[config.mk]
export PLATFORM = sky130hd
export DESIGN_NAME = board_io_top
export DESIGN_NICKNAME = d
export VERILOG_FILES = /design/src/io_pkg.sv /design/src/reset_sequencer.sv /design/src/axil_reg_slave.sv /design/src/gpio_port.sv /design/src/hbridge_pwm.sv /design/src/board_io_top.sv
export SDC_FILE = /design/constraint.sdc
export NUM_CORES = 1
export LEC_CHECK = 0
export ABC_AREA = 1
export BUFFER_PORTS_ARGS = -buffer_cell sky130_fd_sc_hd__buf_2
export CAP_MARGIN = 5
export CORE_MARGIN = 1.5
export CORE_UTILIZATION = 33
export DETAILED_ROUTE_END_ITERATION = 10
export HOLD_SLACK_MARGIN = 0.02
export PLACE_DENSITY_LB_ADDON = 0.1
export SETUP_SLACK_MARGIN = 0.2
export SKIP_LAST_GASP = 1
export SLEW_MARGIN = 0
export SYNTH_ARGS = -nofsm -noshare
export SYNTH_HDL_FRONTEND = slang
export SYNTH_SLANG_ARGS = --single-unit
[constraint.sdc]
create_clock -name clock_50mhz -period 11.35 [get_ports clock_50mhz]
set_clock_uncertainty 0.05 [all_clocks]
set_input_delay 3.405 -clock clock_50mhz [delete_from_list [all_inputs] [get_ports clock_50mhz]]
set_output_delay 3.405 -clock clock_50mhz [all_outputs]
set_load 0.03 [all_outputs]
[src/io_pkg.sv]
// shared register map, bus and pin typedefs, and the write-channel state enum for the board I/O unit
package io_pkg;

	// register bus widths
	typedef logic [7:0]  axil_addr_t;
	typedef logic [31:0] axil_data_t;
	typedef logic [1:0]  resp_t;

	// one bit per gpio pin
	typedef logic [15:0] gpio_word_t;

	// magnitude is high cycles per period, sign picks bridge side
	typedef logic signed [15:0] pwm_duty_t;
	// period in clock cycles
	typedef logic [15:0] pwm_period_t;

	// axi response codes
	localparam resp_t RESP_OKAY   = 2'b00;
	localparam resp_t RESP_SLVERR = 2'b10;

	// byte offsets on the register bus
	localparam axil_addr_t REG_GPIO_OUT   = 8'h00;
	localparam axil_addr_t REG_GPIO_DIR   = 8'h04;
	// read only, writes are accepted and dropped
	localparam axil_addr_t REG_GPIO_IN    = 8'h08;
	// sticky rising edges, write one to clear
	localparam axil_addr_t REG_GPIO_EDGE  = 8'h0C;
	localparam axil_addr_t REG_PWM_PERIOD = 8'h10;
	// duty registers sit at a 4 byte stride from DUTY0
	localparam axil_addr_t REG_PWM_DUTY0  = 8'h14;
	localparam axil_addr_t REG_PWM_DUTY1  = 8'h18;
	localparam axil_addr_t REG_PWM_DUTY2  = 8'h1C;
	localparam axil_addr_t REG_PWM_DUTY3  = 8'h20;

	// write channel of the register slave
	typedef enum logic
	{
		WR_IDLE,
		WR_RESP
	} wr_state_t;

endpackage

[src/reset_sequencer.sv]
// holds the core reset for a fixed count after the board reset, then releases it and flags ready
`timescale 1ns/1ps

module reset_sequencer #(
	parameter int RESET_HOLD_CYCLES = 43605
) (
	input  logic clock_50mhz,
	input  logic reset2a,
	output logic core_reset_o,
	output logic core_ready_o
);

	// wide enough to hold the terminal count
	localparam int CNT_W = (RESET_HOLD_CYCLES > 1) ? $clog2(RESET_HOLD_CYCLES + 1) : 1;

	logic [CNT_W-1:0] hold_cnt;
	logic             cnt_done;

	assign cnt_done = (hold_cnt == CNT_W'(RESET_HOLD_CYCLES));

	// counter restarts on every board reset, stops at the terminal count
	always_ff @(posedge clock_50mhz)
	begin
		if (reset2a)
		begin
			hold_cnt <= '0;
		end
		else if (!cnt_done)
		begin
			hold_cnt <= hold_cnt + 1'b1;
		end
	end

	// core reset follows the count one clock late,
	// ready trails the core reset by another clock
	always_ff @(posedge clock_50mhz)
	begin
		if (reset2a)
		begin
			core_reset_o <= 1'b1;
			core_ready_o <= 1'b0;
		end
		else
		begin
			core_reset_o <= !cnt_done;
			core_ready_o <= !core_reset_o;
		end
	end

endmodule

[src/axil_reg_slave.sv]
// AXI4-Lite register slave holding the GPIO and PWM control registers and serving readback
`timescale 1ns/1ps

module axil_reg_slave #(
	parameter int PWM_CHANNELS = 4
) (
	input  logic                                       clock_50mhz,
	input  logic                                       core_reset_i,
	input  logic                                       s_axil_awvalid_i,
	output logic                                       s_axil_awready_o,
	input  io_pkg::axil_addr_t                         s_axil_awaddr_i,
	input  logic                                       s_axil_wvalid_i,
	output logic                                       s_axil_wready_o,
	input  io_pkg::axil_data_t                         s_axil_wdata_i,
	input  logic [3:0]                                 s_axil_wstrb_i,
	output logic                                       s_axil_bvalid_o,
	input  logic                                       s_axil_bready_i,
	output io_pkg::resp_t                              s_axil_bresp_o,
	input  logic                                       s_axil_arvalid_i,
	output logic                                       s_axil_arready_o,
	input  io_pkg::axil_addr_t                         s_axil_araddr_i,
	output logic                                       s_axil_rvalid_o,
	input  logic                                       s_axil_rready_i,
	output io_pkg::axil_data_t                         s_axil_rdata_o,
	output io_pkg::resp_t                              s_axil_rresp_o,
	input  io_pkg::gpio_word_t                         gpio_in_i,
	input  io_pkg::gpio_word_t                         edge_flags_i,
	output io_pkg::gpio_word_t                         gpio_out_o,
	output io_pkg::gpio_word_t                         gpio_dir_o,
	output io_pkg::gpio_word_t                         edge_clear_o,
	output io_pkg::pwm_period_t                        pwm_period_o,
	output io_pkg::pwm_duty_t [PWM_CHANNELS-1:0]       pwm_duty_o
);

	import io_pkg::*;

	wr_state_t   wr_state;
	// low until the first clock out of reset, keeps every ready low in reset
	logic        bus_en_q;
	// address and data may arrive apart, each is parked until the other shows up
	logic        aw_have;
	logic        w_have;
	axil_addr_t  aw_addr_q;
	axil_data_t  w_data_q;
	logic [3:0]  w_strb_q;
	resp_t       bresp_q;
	logic        rvalid_q;
	axil_data_t  rdata_q;
	resp_t       rresp_q;

	gpio_word_t                     gpio_out_q;
	gpio_word_t                     gpio_dir_q;
	gpio_word_t                     edge_clear_q;
	pwm_period_t                    pwm_period_q;
	pwm_duty_t [PWM_CHANNELS-1:0]   pwm_duty_q;

	logic        aw_hs;
	logic        w_hs;
	logic        ar_hs;
	logic        wr_go;
	axil_addr_t  wr_addr;
	axil_data_t  wr_data;
	logic [3:0]  wr_strb;
	axil_data_t  wr_merged;
	axil_data_t  wr_mask;

	// byte offset of a duty register
	function automatic axil_addr_t duty_addr(input int ch);
		return axil_addr_t'(REG_PWM_DUTY0 + 4 * ch);
	endfunction

	// true for every offset in the register map
	function automatic logic is_mapped(input axil_addr_t addr);
		logic hit;
		hit = (addr == REG_GPIO_OUT) || (addr == REG_GPIO_DIR) || (addr == REG_GPIO_IN) ||
			(addr == REG_GPIO_EDGE) || (addr == REG_PWM_PERIOD);
		for (int i = 0; i < PWM_CHANNELS; i++)
		begin
			if (addr == duty_addr(i))
				hit = 1'b1;
		end
		return hit;
	endfunction

	// current register contents, zero for holes in the map
	function automatic axil_data_t reg_value(input axil_addr_t addr);
		axil_data_t val;
		case (addr)
			REG_GPIO_OUT:   val = {16'h0, gpio_out_q};
			REG_GPIO_DIR:   val = {16'h0, gpio_dir_q};
			REG_GPIO_IN:    val = {16'h0, gpio_in_i};
			REG_GPIO_EDGE:  val = {16'h0, edge_flags_i};
			REG_PWM_PERIOD: val = {16'h0, pwm_period_q};
			default:        val = '0;
		endcase
		for (int i = 0; i < PWM_CHANNELS; i++)
		begin
			if (addr == duty_addr(i))
				val = {16'h0, pwm_duty_q[i]};
		end
		return val;
	endfunction

	// strobed bytes come from the new word, the rest from the old
	function automatic axil_data_t apply_strb(input axil_data_t old_v,
		input axil_data_t new_v, input logic [3:0] strb);
		axil_data_t res;
		res = old_v;
		for (int b = 0; b < 4; b++)
		begin
			if (strb[b])
				res[8*b +: 8] = new_v[8*b +: 8];
		end
		return res;
	endfunction

	assign s_axil_awready_o = bus_en_q && (wr_state == WR_IDLE) && !aw_have;
	assign s_axil_wready_o  = bus_en_q && (wr_state == WR_IDLE) && !w_have;
	assign s_axil_bvalid_o  = (wr_state == WR_RESP);
	assign s_axil_bresp_o   = bresp_q;
	// one read in flight, no new address until rdata is taken
	assign s_axil_arready_o = bus_en_q && !rvalid_q;
	assign s_axil_rvalid_o  = rvalid_q;
	assign s_axil_rdata_o   = rdata_q;
	assign s_axil_rresp_o   = rresp_q;

	assign aw_hs = s_axil_awvalid_i && s_axil_awready_o;
	assign w_hs  = s_axil_wvalid_i && s_axil_wready_o;
	assign ar_hs = s_axil_arvalid_i && s_axil_arready_o;

	// parked value if already taken, else the live bus
	assign wr_addr = aw_have ? aw_addr_q : s_axil_awaddr_i;
	assign wr_data = w_have ? w_data_q : s_axil_wdata_i;
	assign wr_strb = w_have ? w_strb_q : s_axil_wstrb_i;
	assign wr_go   = (wr_state == WR_IDLE) && (aw_have || aw_hs) && (w_have || w_hs);

	assign wr_merged = apply_strb(reg_value(wr_addr), wr_data, wr_strb);
	// edge clear uses only the written ones, not the flags already set
	assign wr_mask   = apply_strb('0, wr_data, wr_strb);

	// write channel fsm and register storage
	always_ff @(posedge clock_50mhz)
	begin
		if (core_reset_i)
		begin
			wr_state     <= WR_IDLE;
			bus_en_q     <= 1'b0;
			aw_have      <= 1'b0;
			w_have       <= 1'b0;
			gpio_out_q   <= '0;
			gpio_dir_q   <= '0;
			edge_clear_q <= '0;
			pwm_period_q <= '0;
			pwm_duty_q   <= '0;
		end
		else
		begin
			bus_en_q     <= 1'b1;
			// clear mask is a single-cycle pulse
			edge_clear_q <= '0;
			case (wr_state)
				WR_IDLE:
				begin
					if (wr_go)
					begin
						wr_state <= WR_RESP;
						aw_have  <= 1'b0;
						w_have   <= 1'b0;
						case (wr_addr)
							REG_GPIO_OUT:   gpio_out_q   <= wr_merged[15:0];
							REG_GPIO_DIR:   gpio_dir_q   <= wr_merged[15:0];
							REG_GPIO_EDGE:  edge_clear_q <= wr_mask[15:0];
							REG_PWM_PERIOD: pwm_period_q <= wr_merged[15:0];
							default:        ;
						endcase
						for (int i = 0; i < PWM_CHANNELS; i++)
						begin
							if (wr_addr == duty_addr(i))
								pwm_duty_q[i] <= wr_merged[15:0];
						end
					end
					else
					begin
						if (aw_hs)
							aw_have <= 1'b1;
						if (w_hs)
							w_have <= 1'b1;
					end
				end
				WR_RESP:
				begin
					// held until the master takes it
					if (s_axil_bready_i)
						wr_state <= WR_IDLE;
				end
				default: wr_state <= WR_IDLE;
			endcase
		end
	end

	// read channel valid
	always_ff @(posedge clock_50mhz)
	begin
		if (core_reset_i)
			rvalid_q <= 1'b0;
		else if (ar_hs)
			rvalid_q <= 1'b1;
		else if (s_axil_rready_i)
			rvalid_q <= 1'b0;
	end

	// parked bus payload and response words
	always_ff @(posedge clock_50mhz)
	begin
		if (aw_hs)
			aw_addr_q <= s_axil_awaddr_i;
		if (w_hs)
		begin
			w_data_q <= s_axil_wdata_i;
			w_strb_q <= s_axil_wstrb_i;
		end
		if (wr_go)
			bresp_q <= is_mapped(wr_addr) ? RESP_OKAY : RESP_SLVERR;
		// read data registered at the address handshake
		if (ar_hs)
		begin
			rdata_q <= reg_value(s_axil_araddr_i);
			rresp_q <= is_mapped(s_axil_araddr_i) ? RESP_OKAY : RESP_SLVERR;
		end
	end

	assign gpio_out_o   = gpio_out_q;
	assign gpio_dir_o   = gpio_dir_q;
	assign edge_clear_o = edge_clear_q;
	assign pwm_period_o = pwm_period_q;
	assign pwm_duty_o   = pwm_duty_q;

endmodule

[src/gpio_port.sv]
// GPIO pin stage: direction-masked outputs, input synchronizer and sticky rising-edge flags
`timescale 1ns/1ps

module gpio_port (
	input  logic               clock_50mhz,
	input  logic               core_reset_i,
	input  io_pkg::gpio_word_t gpio_out_i,
	input  io_pkg::gpio_word_t gpio_dir_i,
	input  io_pkg::gpio_word_t edge_clear_i,
	input  io_pkg::gpio_word_t gpio_pins_i,
	output io_pkg::gpio_word_t gpio_out_o,
	output io_pkg::gpio_word_t gpio_oe_o,
	output io_pkg::gpio_word_t gpio_in_o,
	output io_pkg::gpio_word_t edge_flags_o
);

	import io_pkg::*;

	// two flops for metastability, third one holds last value for edge detect
	gpio_word_t pin_meta;
	gpio_word_t pin_sync;
	gpio_word_t pin_last;
	gpio_word_t pin_rise;
	gpio_word_t edge_q;

	// pad ring takes value and enable separately
	// undriven pins show 0 on the value side
	assign gpio_oe_o  = gpio_dir_i;
	assign gpio_out_o = gpio_out_i & gpio_dir_i;

	// synchronizer keeps sampling in reset,
	// so pins already high at release give no false edge
	always_ff @(posedge clock_50mhz)
	begin
		pin_meta <= gpio_pins_i;
		pin_sync <= pin_meta;
		pin_last <= pin_sync;
	end

	assign pin_rise = pin_sync & ~pin_last;

	// sticky flags, a new edge beats a clear in the same cycle
	always_ff @(posedge clock_50mhz)
	begin
		if (core_reset_i)
			edge_q <= '0;
		else
			edge_q <= (edge_q & ~edge_clear_i) | pin_rise;
	end

	assign gpio_in_o    = pin_sync;
	assign edge_flags_o = edge_q;

endmodule

[src/hbridge_pwm.sv]
// H-bridge PWM driver: signed duty per channel drives either the forward or the reverse pin
`timescale 1ns/1ps

module hbridge_pwm #(
	parameter int PWM_CHANNELS = 4
) (
	input  logic                                  clock_50mhz,
	input  logic                                  core_reset_i,
	input  io_pkg::pwm_period_t                   pwm_period_i,
	input  io_pkg::pwm_duty_t [PWM_CHANNELS-1:0]  pwm_duty_i,
	output logic [2*PWM_CHANNELS-1:0]             hbr_pins_o
);

	import io_pkg::*;

	pwm_period_t                   cnt_q;
	// shadow copies, only reloaded at the wrap
	pwm_period_t                   period_sh;
	pwm_duty_t [PWM_CHANNELS-1:0]  duty_sh;
	logic                          cnt_wrap;
	logic [2*PWM_CHANNELS-1:0]     pin_next;
	logic [2*PWM_CHANNELS-1:0]     pins_q;

	// 17 bits so a zero period wraps every cycle instead of underflowing
	assign cnt_wrap = ({1'b0, cnt_q} + 17'd1) >= {1'b0, period_sh};

	always_ff @(posedge clock_50mhz)
	begin
		if (core_reset_i)
		begin
			cnt_q     <= '0;
			period_sh <= '0;
			duty_sh   <= '0;
		end
		else if (cnt_wrap)
		begin
			cnt_q     <= '0;
			period_sh <= pwm_period_i;
			duty_sh   <= pwm_duty_i;
		end
		else
		begin
			cnt_q <= cnt_q + 1'b1;
		end
	end

	for (genvar i = 0; i < PWM_CHANNELS; i++)
	begin : g_chan
		logic        neg;
		logic [16:0] mag;
		logic [16:0] lim;
		logic        high;

		assign neg  = duty_sh[i][15];
		// abs value, -32768 still fits in 17 bits
		assign mag  = neg ? ({1'b0, ~duty_sh[i]} + 17'd1) : {1'b0, duty_sh[i]};
		// duty larger than the period means always on
		assign lim  = (mag > {1'b0, period_sh}) ? {1'b0, period_sh} : mag;
		assign high = ({1'b0, cnt_q} < lim);

		// only the sign side ever drives, the other leg stays low
		assign pin_next[2*i]   = high && !neg;
		assign pin_next[2*i+1] = high && neg;
	end

	// pins lag the counter by one clock
	always_ff @(posedge clock_50mhz)
	begin
		if (core_reset_i)
			pins_q <= '0;
		else
			pins_q <= pin_next;
	end

	assign hbr_pins_o = pins_q;

endmodule

[src/board_io_top.sv]
// board I/O unit top: reset sequencer, AXI4-Lite register slave, GPIO port and H-bridge PWM
`timescale 1ns/1ps

module board_io_top #(
	parameter int RESET_HOLD_CYCLES = 43605,
	parameter int PWM_CHANNELS      = 4
) (
	input  logic                      clock_50mhz,
	input  logic                      reset2a,
	input  logic                      s_axil_awvalid_i,
	output logic                      s_axil_awready_o,
	input  io_pkg::axil_addr_t        s_axil_awaddr_i,
	input  logic                      s_axil_wvalid_i,
	output logic                      s_axil_wready_o,
	input  io_pkg::axil_data_t        s_axil_wdata_i,
	input  logic [3:0]                s_axil_wstrb_i,
	output logic                      s_axil_bvalid_o,
	input  logic                      s_axil_bready_i,
	output io_pkg::resp_t             s_axil_bresp_o,
	input  logic                      s_axil_arvalid_i,
	output logic                      s_axil_arready_o,
	input  io_pkg::axil_addr_t        s_axil_araddr_i,
	output logic                      s_axil_rvalid_o,
	input  logic                      s_axil_rready_i,
	output io_pkg::axil_data_t        s_axil_rdata_o,
	output io_pkg::resp_t             s_axil_rresp_o,
	input  io_pkg::gpio_word_t        gpio_pins_i,
	output io_pkg::gpio_word_t        gpio_out_o,
	output io_pkg::gpio_word_t        gpio_oe_o,
	output logic [2*PWM_CHANNELS-1:0] hbr_pins_o,
	output logic                      core_ready_o
);

	import io_pkg::*;

	// shared synchronous reset for everything past the sequencer
	logic                          core_reset;
	gpio_word_t                    gpio_out_reg;
	gpio_word_t                    gpio_dir_reg;
	gpio_word_t                    edge_clear;
	gpio_word_t                    gpio_in_sync;
	gpio_word_t                    edge_flags;
	pwm_period_t                   pwm_period;
	pwm_duty_t [PWM_CHANNELS-1:0]  pwm_duty;

	reset_sequencer #(
		.RESET_HOLD_CYCLES (RESET_HOLD_CYCLES)
	) i_reset_seq (
		.clock_50mhz  (clock_50mhz),
		.reset2a      (reset2a),
		.core_reset_o (core_reset),
		.core_ready_o (core_ready_o)
	);

	axil_reg_slave #(
		.PWM_CHANNELS (PWM_CHANNELS)
	) i_regs (
		.clock_50mhz      (clock_50mhz),
		.core_reset_i     (core_reset),
		.s_axil_awvalid_i (s_axil_awvalid_i),
		.s_axil_awready_o (s_axil_awready_o),
		.s_axil_awaddr_i  (s_axil_awaddr_i),
		.s_axil_wvalid_i  (s_axil_wvalid_i),
		.s_axil_wready_o  (s_axil_wready_o),
		.s_axil_wdata_i   (s_axil_wdata_i),
		.s_axil_wstrb_i   (s_axil_wstrb_i),
		.s_axil_bvalid_o  (s_axil_bvalid_o),
		.s_axil_bready_i  (s_axil_bready_i),
		.s_axil_bresp_o   (s_axil_bresp_o),
		.s_axil_arvalid_i (s_axil_arvalid_i),
		.s_axil_arready_o (s_axil_arready_o),
		.s_axil_araddr_i  (s_axil_araddr_i),
		.s_axil_rvalid_o  (s_axil_rvalid_o),
		.s_axil_rready_i  (s_axil_rready_i),
		.s_axil_rdata_o   (s_axil_rdata_o),
		.s_axil_rresp_o   (s_axil_rresp_o),
		.gpio_in_i        (gpio_in_sync),
		.edge_flags_i     (edge_flags),
		.gpio_out_o       (gpio_out_reg),
		.gpio_dir_o       (gpio_dir_reg),
		.edge_clear_o     (edge_clear),
		.pwm_period_o     (pwm_period),
		.pwm_duty_o       (pwm_duty)
	);

	gpio_port i_gpio (
		.clock_50mhz  (clock_50mhz),
		.core_reset_i (core_reset),
		.gpio_out_i   (gpio_out_reg),
		.gpio_dir_i   (gpio_dir_reg),
		.edge_clear_i (edge_clear),
		.gpio_pins_i  (gpio_pins_i),
		.gpio_out_o   (gpio_out_o),
		.gpio_oe_o    (gpio_oe_o),
		.gpio_in_o    (gpio_in_sync),
		.edge_flags_o (edge_flags)
	);

	hbridge_pwm #(
		.PWM_CHANNELS (PWM_CHANNELS)
	) i_pwm (
		.clock_50mhz  (clock_50mhz),
		.core_reset_i (core_reset),
		.pwm_period_i (pwm_period),
		.pwm_duty_i   (pwm_duty),
		.hbr_pins_o   (hbr_pins_o)
	);

endmodule

# Word-level counts from Yosys, hierarchy flattened

Cells that the tools add are included.

Flip-flop bits (word level): 381
Bits of input ports: 75
Word-level logic and storage cells: 182

$add $sub $neg: 7
Magnitude comparators: 9
Equal/unequal tests: 17
Multiplexer cells: 45
Bitwise gates (word level): 15
Reductions and logical operators: 54

Operator list:

| operator                                                               | number |
|---|---|
| 16-bit two-way mux                                                     | 9 |
| 17-bit two-way mux                                                     | 8 |
| 16-bit NOT                                                             | 6 |
| 16-bit by 1-bit adder with 17-bit output (second input constant)       | 5 |
| 16-bit one-hot mux with 5 select lines                                 | 1 |
| 17-bit by 16-bit greater-than comparator with 1-bit output             | 4 |
| 16-bit by 17-bit less-than comparator with 1-bit output                | 4 |
| 8-bit by 5-bit equality test with 1-bit output (second input constant) | 8 |
| 16-bit AND                                                             | 3 |
| 16-bit by 1-bit adder with 16-bit output (second input constant)       | 2 |
| 8-bit by 4-bit equality test with 1-bit output (second input constant) | 4 |
| 16-bit one-hot mux with 2 select lines                                 | 1 |
| 8-bit two-way mux                                                      | 3 |
| 3-bit AND reduction                                                    | 7 |
| 1-bit two-way mux                                                      | 19 |
| 17-bit by 16-bit >= comparator with 1-bit output                       | 1 |
| 1-bit logical AND                                                      | 17 |
| 16-bit equality test (second input constant)                           | 1 |
| 8-bit by 3-bit equality test with 1-bit output (second input constant) | 2 |
| 8-bit by 6-bit equality test with 1-bit output (second input constant) | 2 |
| 8-bit logical NOT                                                      | 2 |
| 16-bit bitwise OR                                                      | 1 |
| 1-bit logical OR                                                       | 10 |
| 5-bit OR reduction                                                     | 2 |
| other kinds (8)                                                        | 25 |

# Depth between registers and ports, before layout

Depth after elaboration: 12
Depth in mapped cells: 33

# By module

From an unflattened synthesis, not the netlist that was laid out.

Cell total of the unflattened synthesis: 3408
Area total of the unflattened synthesis: 22681.8 sq um

Modules (own cells, without submodules):

| module          | instances | cells an instance | area an instance (sq um) | seq. area each (sq um) |
|---|---|---|---|---|
| hbridge_pwm     | 1         | 1668              | 10197.3                  | 2082.0 |
| axil_reg_slave  | 1         | 1399              | 9535.4                   | 3983.8 |
| gpio_port       | 1         | 194               | 1918.1                   | 1281.2 |
| reset_sequencer | 1         | 147               | 1031.0                   | 360.3 |

# Worst setup path before layout

No wires, ideal clock.

Kind: input to register
Start point: input port s_axil_wvalid_i
End point: register i_regs.gpio_out_q[7] (netlist: i_regs.gpio_out_o[7])
Library setup time: 0.109 ns
Arrival time: 5.974 ns
Required time: 11.191 ns
Setup slack: 5.217 ns
Stages: 11
Buffers on the path: 1
Cells stage by stage: nor3b_1 nor2_1 inv_1 nand2_4 inv_2 nand2_2 inv_2 buf_2 nand3_1 nand2_1 inv_1

Word-level cells in the longest chain between the ends: 4

Ends and longest elaborated chain:

| item                          | line                  | source |
|---|---|---|
| start, declared               | board_io_top.sv:13    | `input logic s_axil_wvalid_i,` |
| 1-bit logical AND             | axil_reg_slave.sv:128 | `assign w_hs = s_axil_wvalid_i && s_axil_wready_o;` |
| 1-bit logical OR              | axil_reg_slave.sv:135 | `assign wr_go = (wr_state == WR_IDLE) && (aw_have \|\| aw_hs) && (w_have \|\| w_hs);` |
| 1-bit logical AND             | axil_reg_slave.sv:135 |  |
| via i_regs.wr_go              | axil_reg_slave.sv:60  | `logic wr_go;` |
| 3-bit AND reduction (no line) | n/a                   |  |
| end signal, assigned          | axil_reg_slave.sv:170 | `REG_GPIO_OUT: gpio_out_q <= wr_merged[15:0];` |
| end, declared                 | axil_reg_slave.sv:51  | `gpio_word_t gpio_out_q;` |

The timed path passes the listed nets, and every way through them passes these cells.
A chain may end at the register's enable or synchronous reset.

# Worst setup path in the final report

Start point: input port s_axil_awaddr_i[6]
End point: register i_regs.pwm_period_q[10] (netlist: i_regs.pwm_period_o[10])

Word-level cells in the longest chain between the ends: 8
Elaborated cells between the ends (all ways): 14

Ends and longest elaborated chain:

| item                                                                                                                    | line                                        | source |
|---|---|---|
| start, declared                                                                                                         | board_io_top.sv:12                          | `input io_pkg::axil_addr_t s_axil_awaddr_i,` |
| 8-bit two-way mux *                                                                                                     | axil_reg_slave.sv:132                       | `assign wr_addr = aw_have ? aw_addr_q : s_axil_awaddr_i;` |
| 8-bit by 5-bit equality test with 1-bit output / 8-bit by 3-bit equality test with 1-bit output (equally long branches) | axil_reg_slave.sv:88, axil_reg_slave.sv:169 |  |
| 16-bit one-hot mux with 2 select lines                                                                                  | axil_reg_slave.sv:88                        | `case (addr)` |
| 16-bit two-way mux (4 in series)                                                                                        | axil_reg_slave.sv:98                        | `if (addr == duty_addr(i))` |
| 8-bit two-way mux                                                                                                       | axil_reg_slave.sv:111                       | `if (strb[b])` |
| end signal, assigned                                                                                                    | axil_reg_slave.sv:173                       | `REG_PWM_PERIOD: pwm_period_q <= wr_merged[15:0];` |
| end, declared                                                                                                           | axil_reg_slave.sv:54                        | `pwm_period_t pwm_period_q;` |

Every way passes the cells marked *; elsewhere a longest branch is shown, timed or not.

==> results.rst <==
.. list-table::
   :header-rows: 1

   * - Metric
     - Value
   * - Classification of the worst-slack hold path
     - reg2reg
   * - Worst r2r path cells
     - 20
   * - Maximum level of the CTS H-tree
     - 2
   * - TritonCTS clock tree
     - yes
   * - Wire length of the first global-routing pass
     - 115 mm
   * - Die outline width
     - ~250 um
   * - Setup_tns
     - 0 ns
   * - Post-Synthesis Cell Area
     - between 20000 and 25000 um2
   * - Post-CTS Setup Inserts
     - 0
   * - Post-synthesis instance total
     - approximately 3000
   * - Count of instances resized after the clock tree is built
     - 0
   * - Worst Hold Launch
     - i_gpio.pin_meta[11]
   * - Detailed-routing iteration count for the pre-antenna-repair pass
     - 8
   * - Antenna violations before repair
     - 0
   * - Starting utilization of the core area
     - between 30% and 40%
   * - Fin worst setup slack
     - around 5.4 ns
   * - I/O Pins
     - 157
   * - Maximum frequency from static timing analysis
     - around 170 MHz
   * - Clock latency on the worst-skew pair
     - approximately 0.60 ns
   * - Syn Area/Cell
     - between 6 and 7 um2
   * - Largest fanout on the critical path
     - 12
   * - RSZ-0062 raised after global routing
     - false
   * - Worst hold margin
     - 0.275 ns
   * - Remaining DRCs
     - 0
   * - Clock slew seen by the registers of the worst setup and hold paths
     - around 0.060 ns
   * - Result of the run
     - finished clean
   * - Area enclosed by the die boundary
     - 64900 um2
   * - Placed inst area
     - around 22000 um2
   * - Fraction of registers with async set or reset after synthesis
     - 0%
   * - Placed wire-length estimate after detailed placement
     - between 50 and 60 mm
   * - Start of the worst register-to-register path
     - i_pwm.cnt_q[1]
   * - Worst path required time
     - 11.76 ns
   * - Leakage
     - ~0.012 uW
   * - Cell at the root of the clock tree
     - clkbuf_16
   * - Post-cts hold buffer count
     - 0
   * - Number of enable flip-flop cells after synthesis
     - 44
   * - Number of max-cap violations
     - 0
   * - Vias in the first global route
     - roughly 19000
   * - First-iteration detailed-routing DRC count
     - 1532
   * - Number of vias in the routed layout
     - 19700
   * - Sum of overflow across all layers after global routing
     - 0
   * - Share of final-layout standard cells stronger than drive strength 1
     - 9.03%
   * - Leading register cell type out of synthesis
     - dfxtp_1
   * - P&R area growth vs syn
     - 13.1%
   * - Finish-stage setup viols
     - 0
   * - Crit end category
     - flip-flop
   * - Worst Setup Slack post-DPL
     - a little under 5 ns
   * - Unique masters post-synth
     - 52
   * - Register bit total from synthesis
     - between 300 and 400
   * - Worst Hold Path EP
     - i_gpio.gpio_in_o[11]
   * - Final RePlAce weighted congestion
     - 0.911
   * - Yosys warns
     - 0
   * - Routed wirelength normalized by instance count
     - around 20 um
   * - Maximum clock path buffer count
     - 3
   * - Cells on Worst Hold Path
     - 0
   * - Classification of the worst setup path
     - in2reg
   * - Routed wire length
     - about 77 mm
   * - Max-slew headroom
     - between 10% and 20%
   * - Startpoint types
     - input port
   * - Final-report hold violation count
     - 0
   * - Number of CTS-inserted buffers
     - 44
   * - Worst supply voltage drop on vdd
     - between 0.1 and 0.15 mV
   * - Standard-cell row count
     - 92
   * - Final period util
     - a little over half
   * - Core Box Area
     - 62900 um2
   * - Maximum number of pins on one net before global-route repair
     - between 100 and 150
   * - Number of nets at the end of the flow
     - about 3300
   * - Total power after layout
     - roughly 2800 uW
   * - Count of input and output buffers
     - 120
   * - Count of clock tree sinks
     - around 360
   * - Post-layout minimum cycle time
     - about 6 ns
   * - Via density
     - slightly below 5
   * - Slew Viols, Final
     - 0
   * - Measured slew at the worst slew-check pin
     - about 1.2 ns
   * - Antenna-violating nets left
     - 0
   * - Reg2Reg Setup Slack
     - 6.19 ns
   * - Summed area of non-filler cells in the final layout
     - about 24000 um2
   * - Data arrival, critical path
     - approximately 6.4 ns
   * - Commonest non-fill, non-tap cells in the layout
     - nand2_1 (637), inv_1 (456), nor2_1 (381)
   * - Commonest non-fill, non-tap cell in the layout
     - nand2_1
   * - Share of synthesized area occupied by flip-flops and latches
     - around 37%
   * - FF-to-FF End
     - i_pwm.duty_sh[12]
   * - Power density normalized to cell area
     - ~120 nW/um2
   * - Die height
     - approximately 250 um
   * - Total GRT Usage
     - a little under a quarter
==> sequential cells by signal (all words and copies together) (netlist names), 16 cells and up <==
register               cells
i_pwm.duty_sh             64
i_regs.pwm_duty_o         64
i_gpio.edge_flags_o       16
i_gpio.gpio_in_o          16
i_gpio.pin_last           16
i_gpio.pin_meta           16
i_pwm.cnt_q               16
i_pwm.period_sh           16
i_regs.edge_clear_o       16
i_regs.gpio_dir_o         16
i_regs.gpio_out_o         16
i_regs.pwm_period_o       16
i_regs.s_axil_rdata_o     16
i_regs.w_data_q           16
i_reset_seq.hold_cnt      16
==> through the flow <==
| stage | utilization, % | instances |
|---|---|---|
| after global placement | 35.3 | 3877 |
| after global routing | 37.7 | 3959 |
| after floorplan | - | 3011 |
| after detailed placement | 35.3 | 3877 |
| after CTS | 37.7 | 3959 |
| final | 37.7 | 3960 |
==> synthesized netlist by cell type, types with 42 or more instances <==
cell,instances,area share [%]
a21oi_1,200,4.8
clkbuf_1,58,1.0
ha_1,147,8.8
o22ai_1,53,1.6
xor2_1,43,1.8
nor3_1,42,1.0
edfxtp_1,44,6.3
nand3_1,197,4.7
nor2_1,381,6.8
o21ai_0,132,3.2
inv_1,457,8.2
nand2_1,637,11
dfxtp_1,319,31
==> how the worst max path moves through the flow <==
stage                       startpoint                      end  slack [ns]  depth (start not counted)
finish              s_axil_awaddr_i[6]  i_regs.pwm_period_o[10]        5.36                         17
global route        s_axil_awaddr_i[2]    i_regs.pwm_duty_o[12]        5.22                         13
CTS                 s_axil_awaddr_i[2]     i_regs.pwm_duty_o[8]        5.45                         13
detailed placement  s_axil_awaddr_i[2]     i_regs.pwm_duty_o[0]        4.86                         13
global placement    s_axil_awaddr_i[2]     i_regs.pwm_duty_o[4]        4.83                         13
floorplan              s_axil_wvalid_i     i_regs.gpio_out_o[7]        5.22                         11
==> critical path, cell delays in order <==
cell and delay (ns):
buf_2 0.10, nor2_1 0.09, nand2_1 0.05, nand2_1 0.15
inv_2 0.07, nor2_2 0.47, nand2_1 0.53, inv_1 0.44
nor2_2 0.16, nand2_1 0.09, nand3_1 0.13, o21ai_1 0.12
nand2_1 0.08, nand2_2 0.25, nand3_1 0.12, nand2_1 0.09
inv_1 0.04
==> final cells by class <==
| type | instances | area, um2 |
|---|---|---|
| fillers | 6759 | 39200 |
| multi-input cells | 2059 | 10900 |
| flip-flops and latches | 363 | 7710 |
| inverters | 475 | 1790 |
| clock buffers | 60 | 1210 |
| well taps | 846 | 1060 |
| repair buffers | 134 | 706 |
| clock inverters | 22 | 264 |
| diodes | 1 | 2.50 |
==> cell families (layout without fill, tap and decap cells) <==
logic type	Yosys count	in the layout	synth area share (%)
XOR/XNOR	59	59	2.47
adder cells (fa/ha/maj)	147	147	8.79
AND/OR/NAND/NOR	1360	1360	27.5
multiplexers	16	16	0.861
buffers and inverters	589	691	11.3
flip-flops	363	363	36.8
other	1	19	0.0179
AO/OA/AOI/OAI	459	459	12.2
==> report_power, final <==
part / internal [uW] / total (uW) / switching [uW] / leakage, uW
combinational: 17.9 / 66.3 / 48.4 / 0.00794
clock: 846 / 1440 / 597 / 0.000717
sequential: 1310 / 1310 / 4.35 / 0.00295
total: 2170 / 2820 / 650 / 0.0116
==> routing by layer <==
layer	up-vias	track usage, %	wire length [um]
li1	9775	-	-
met1	9196	30.3	33800
met2	545	39.8	36300
met3	162	3.11	3840
met4	0	10.1	3370
met5	-	0	0
Power figures use the tool's default switching activity.
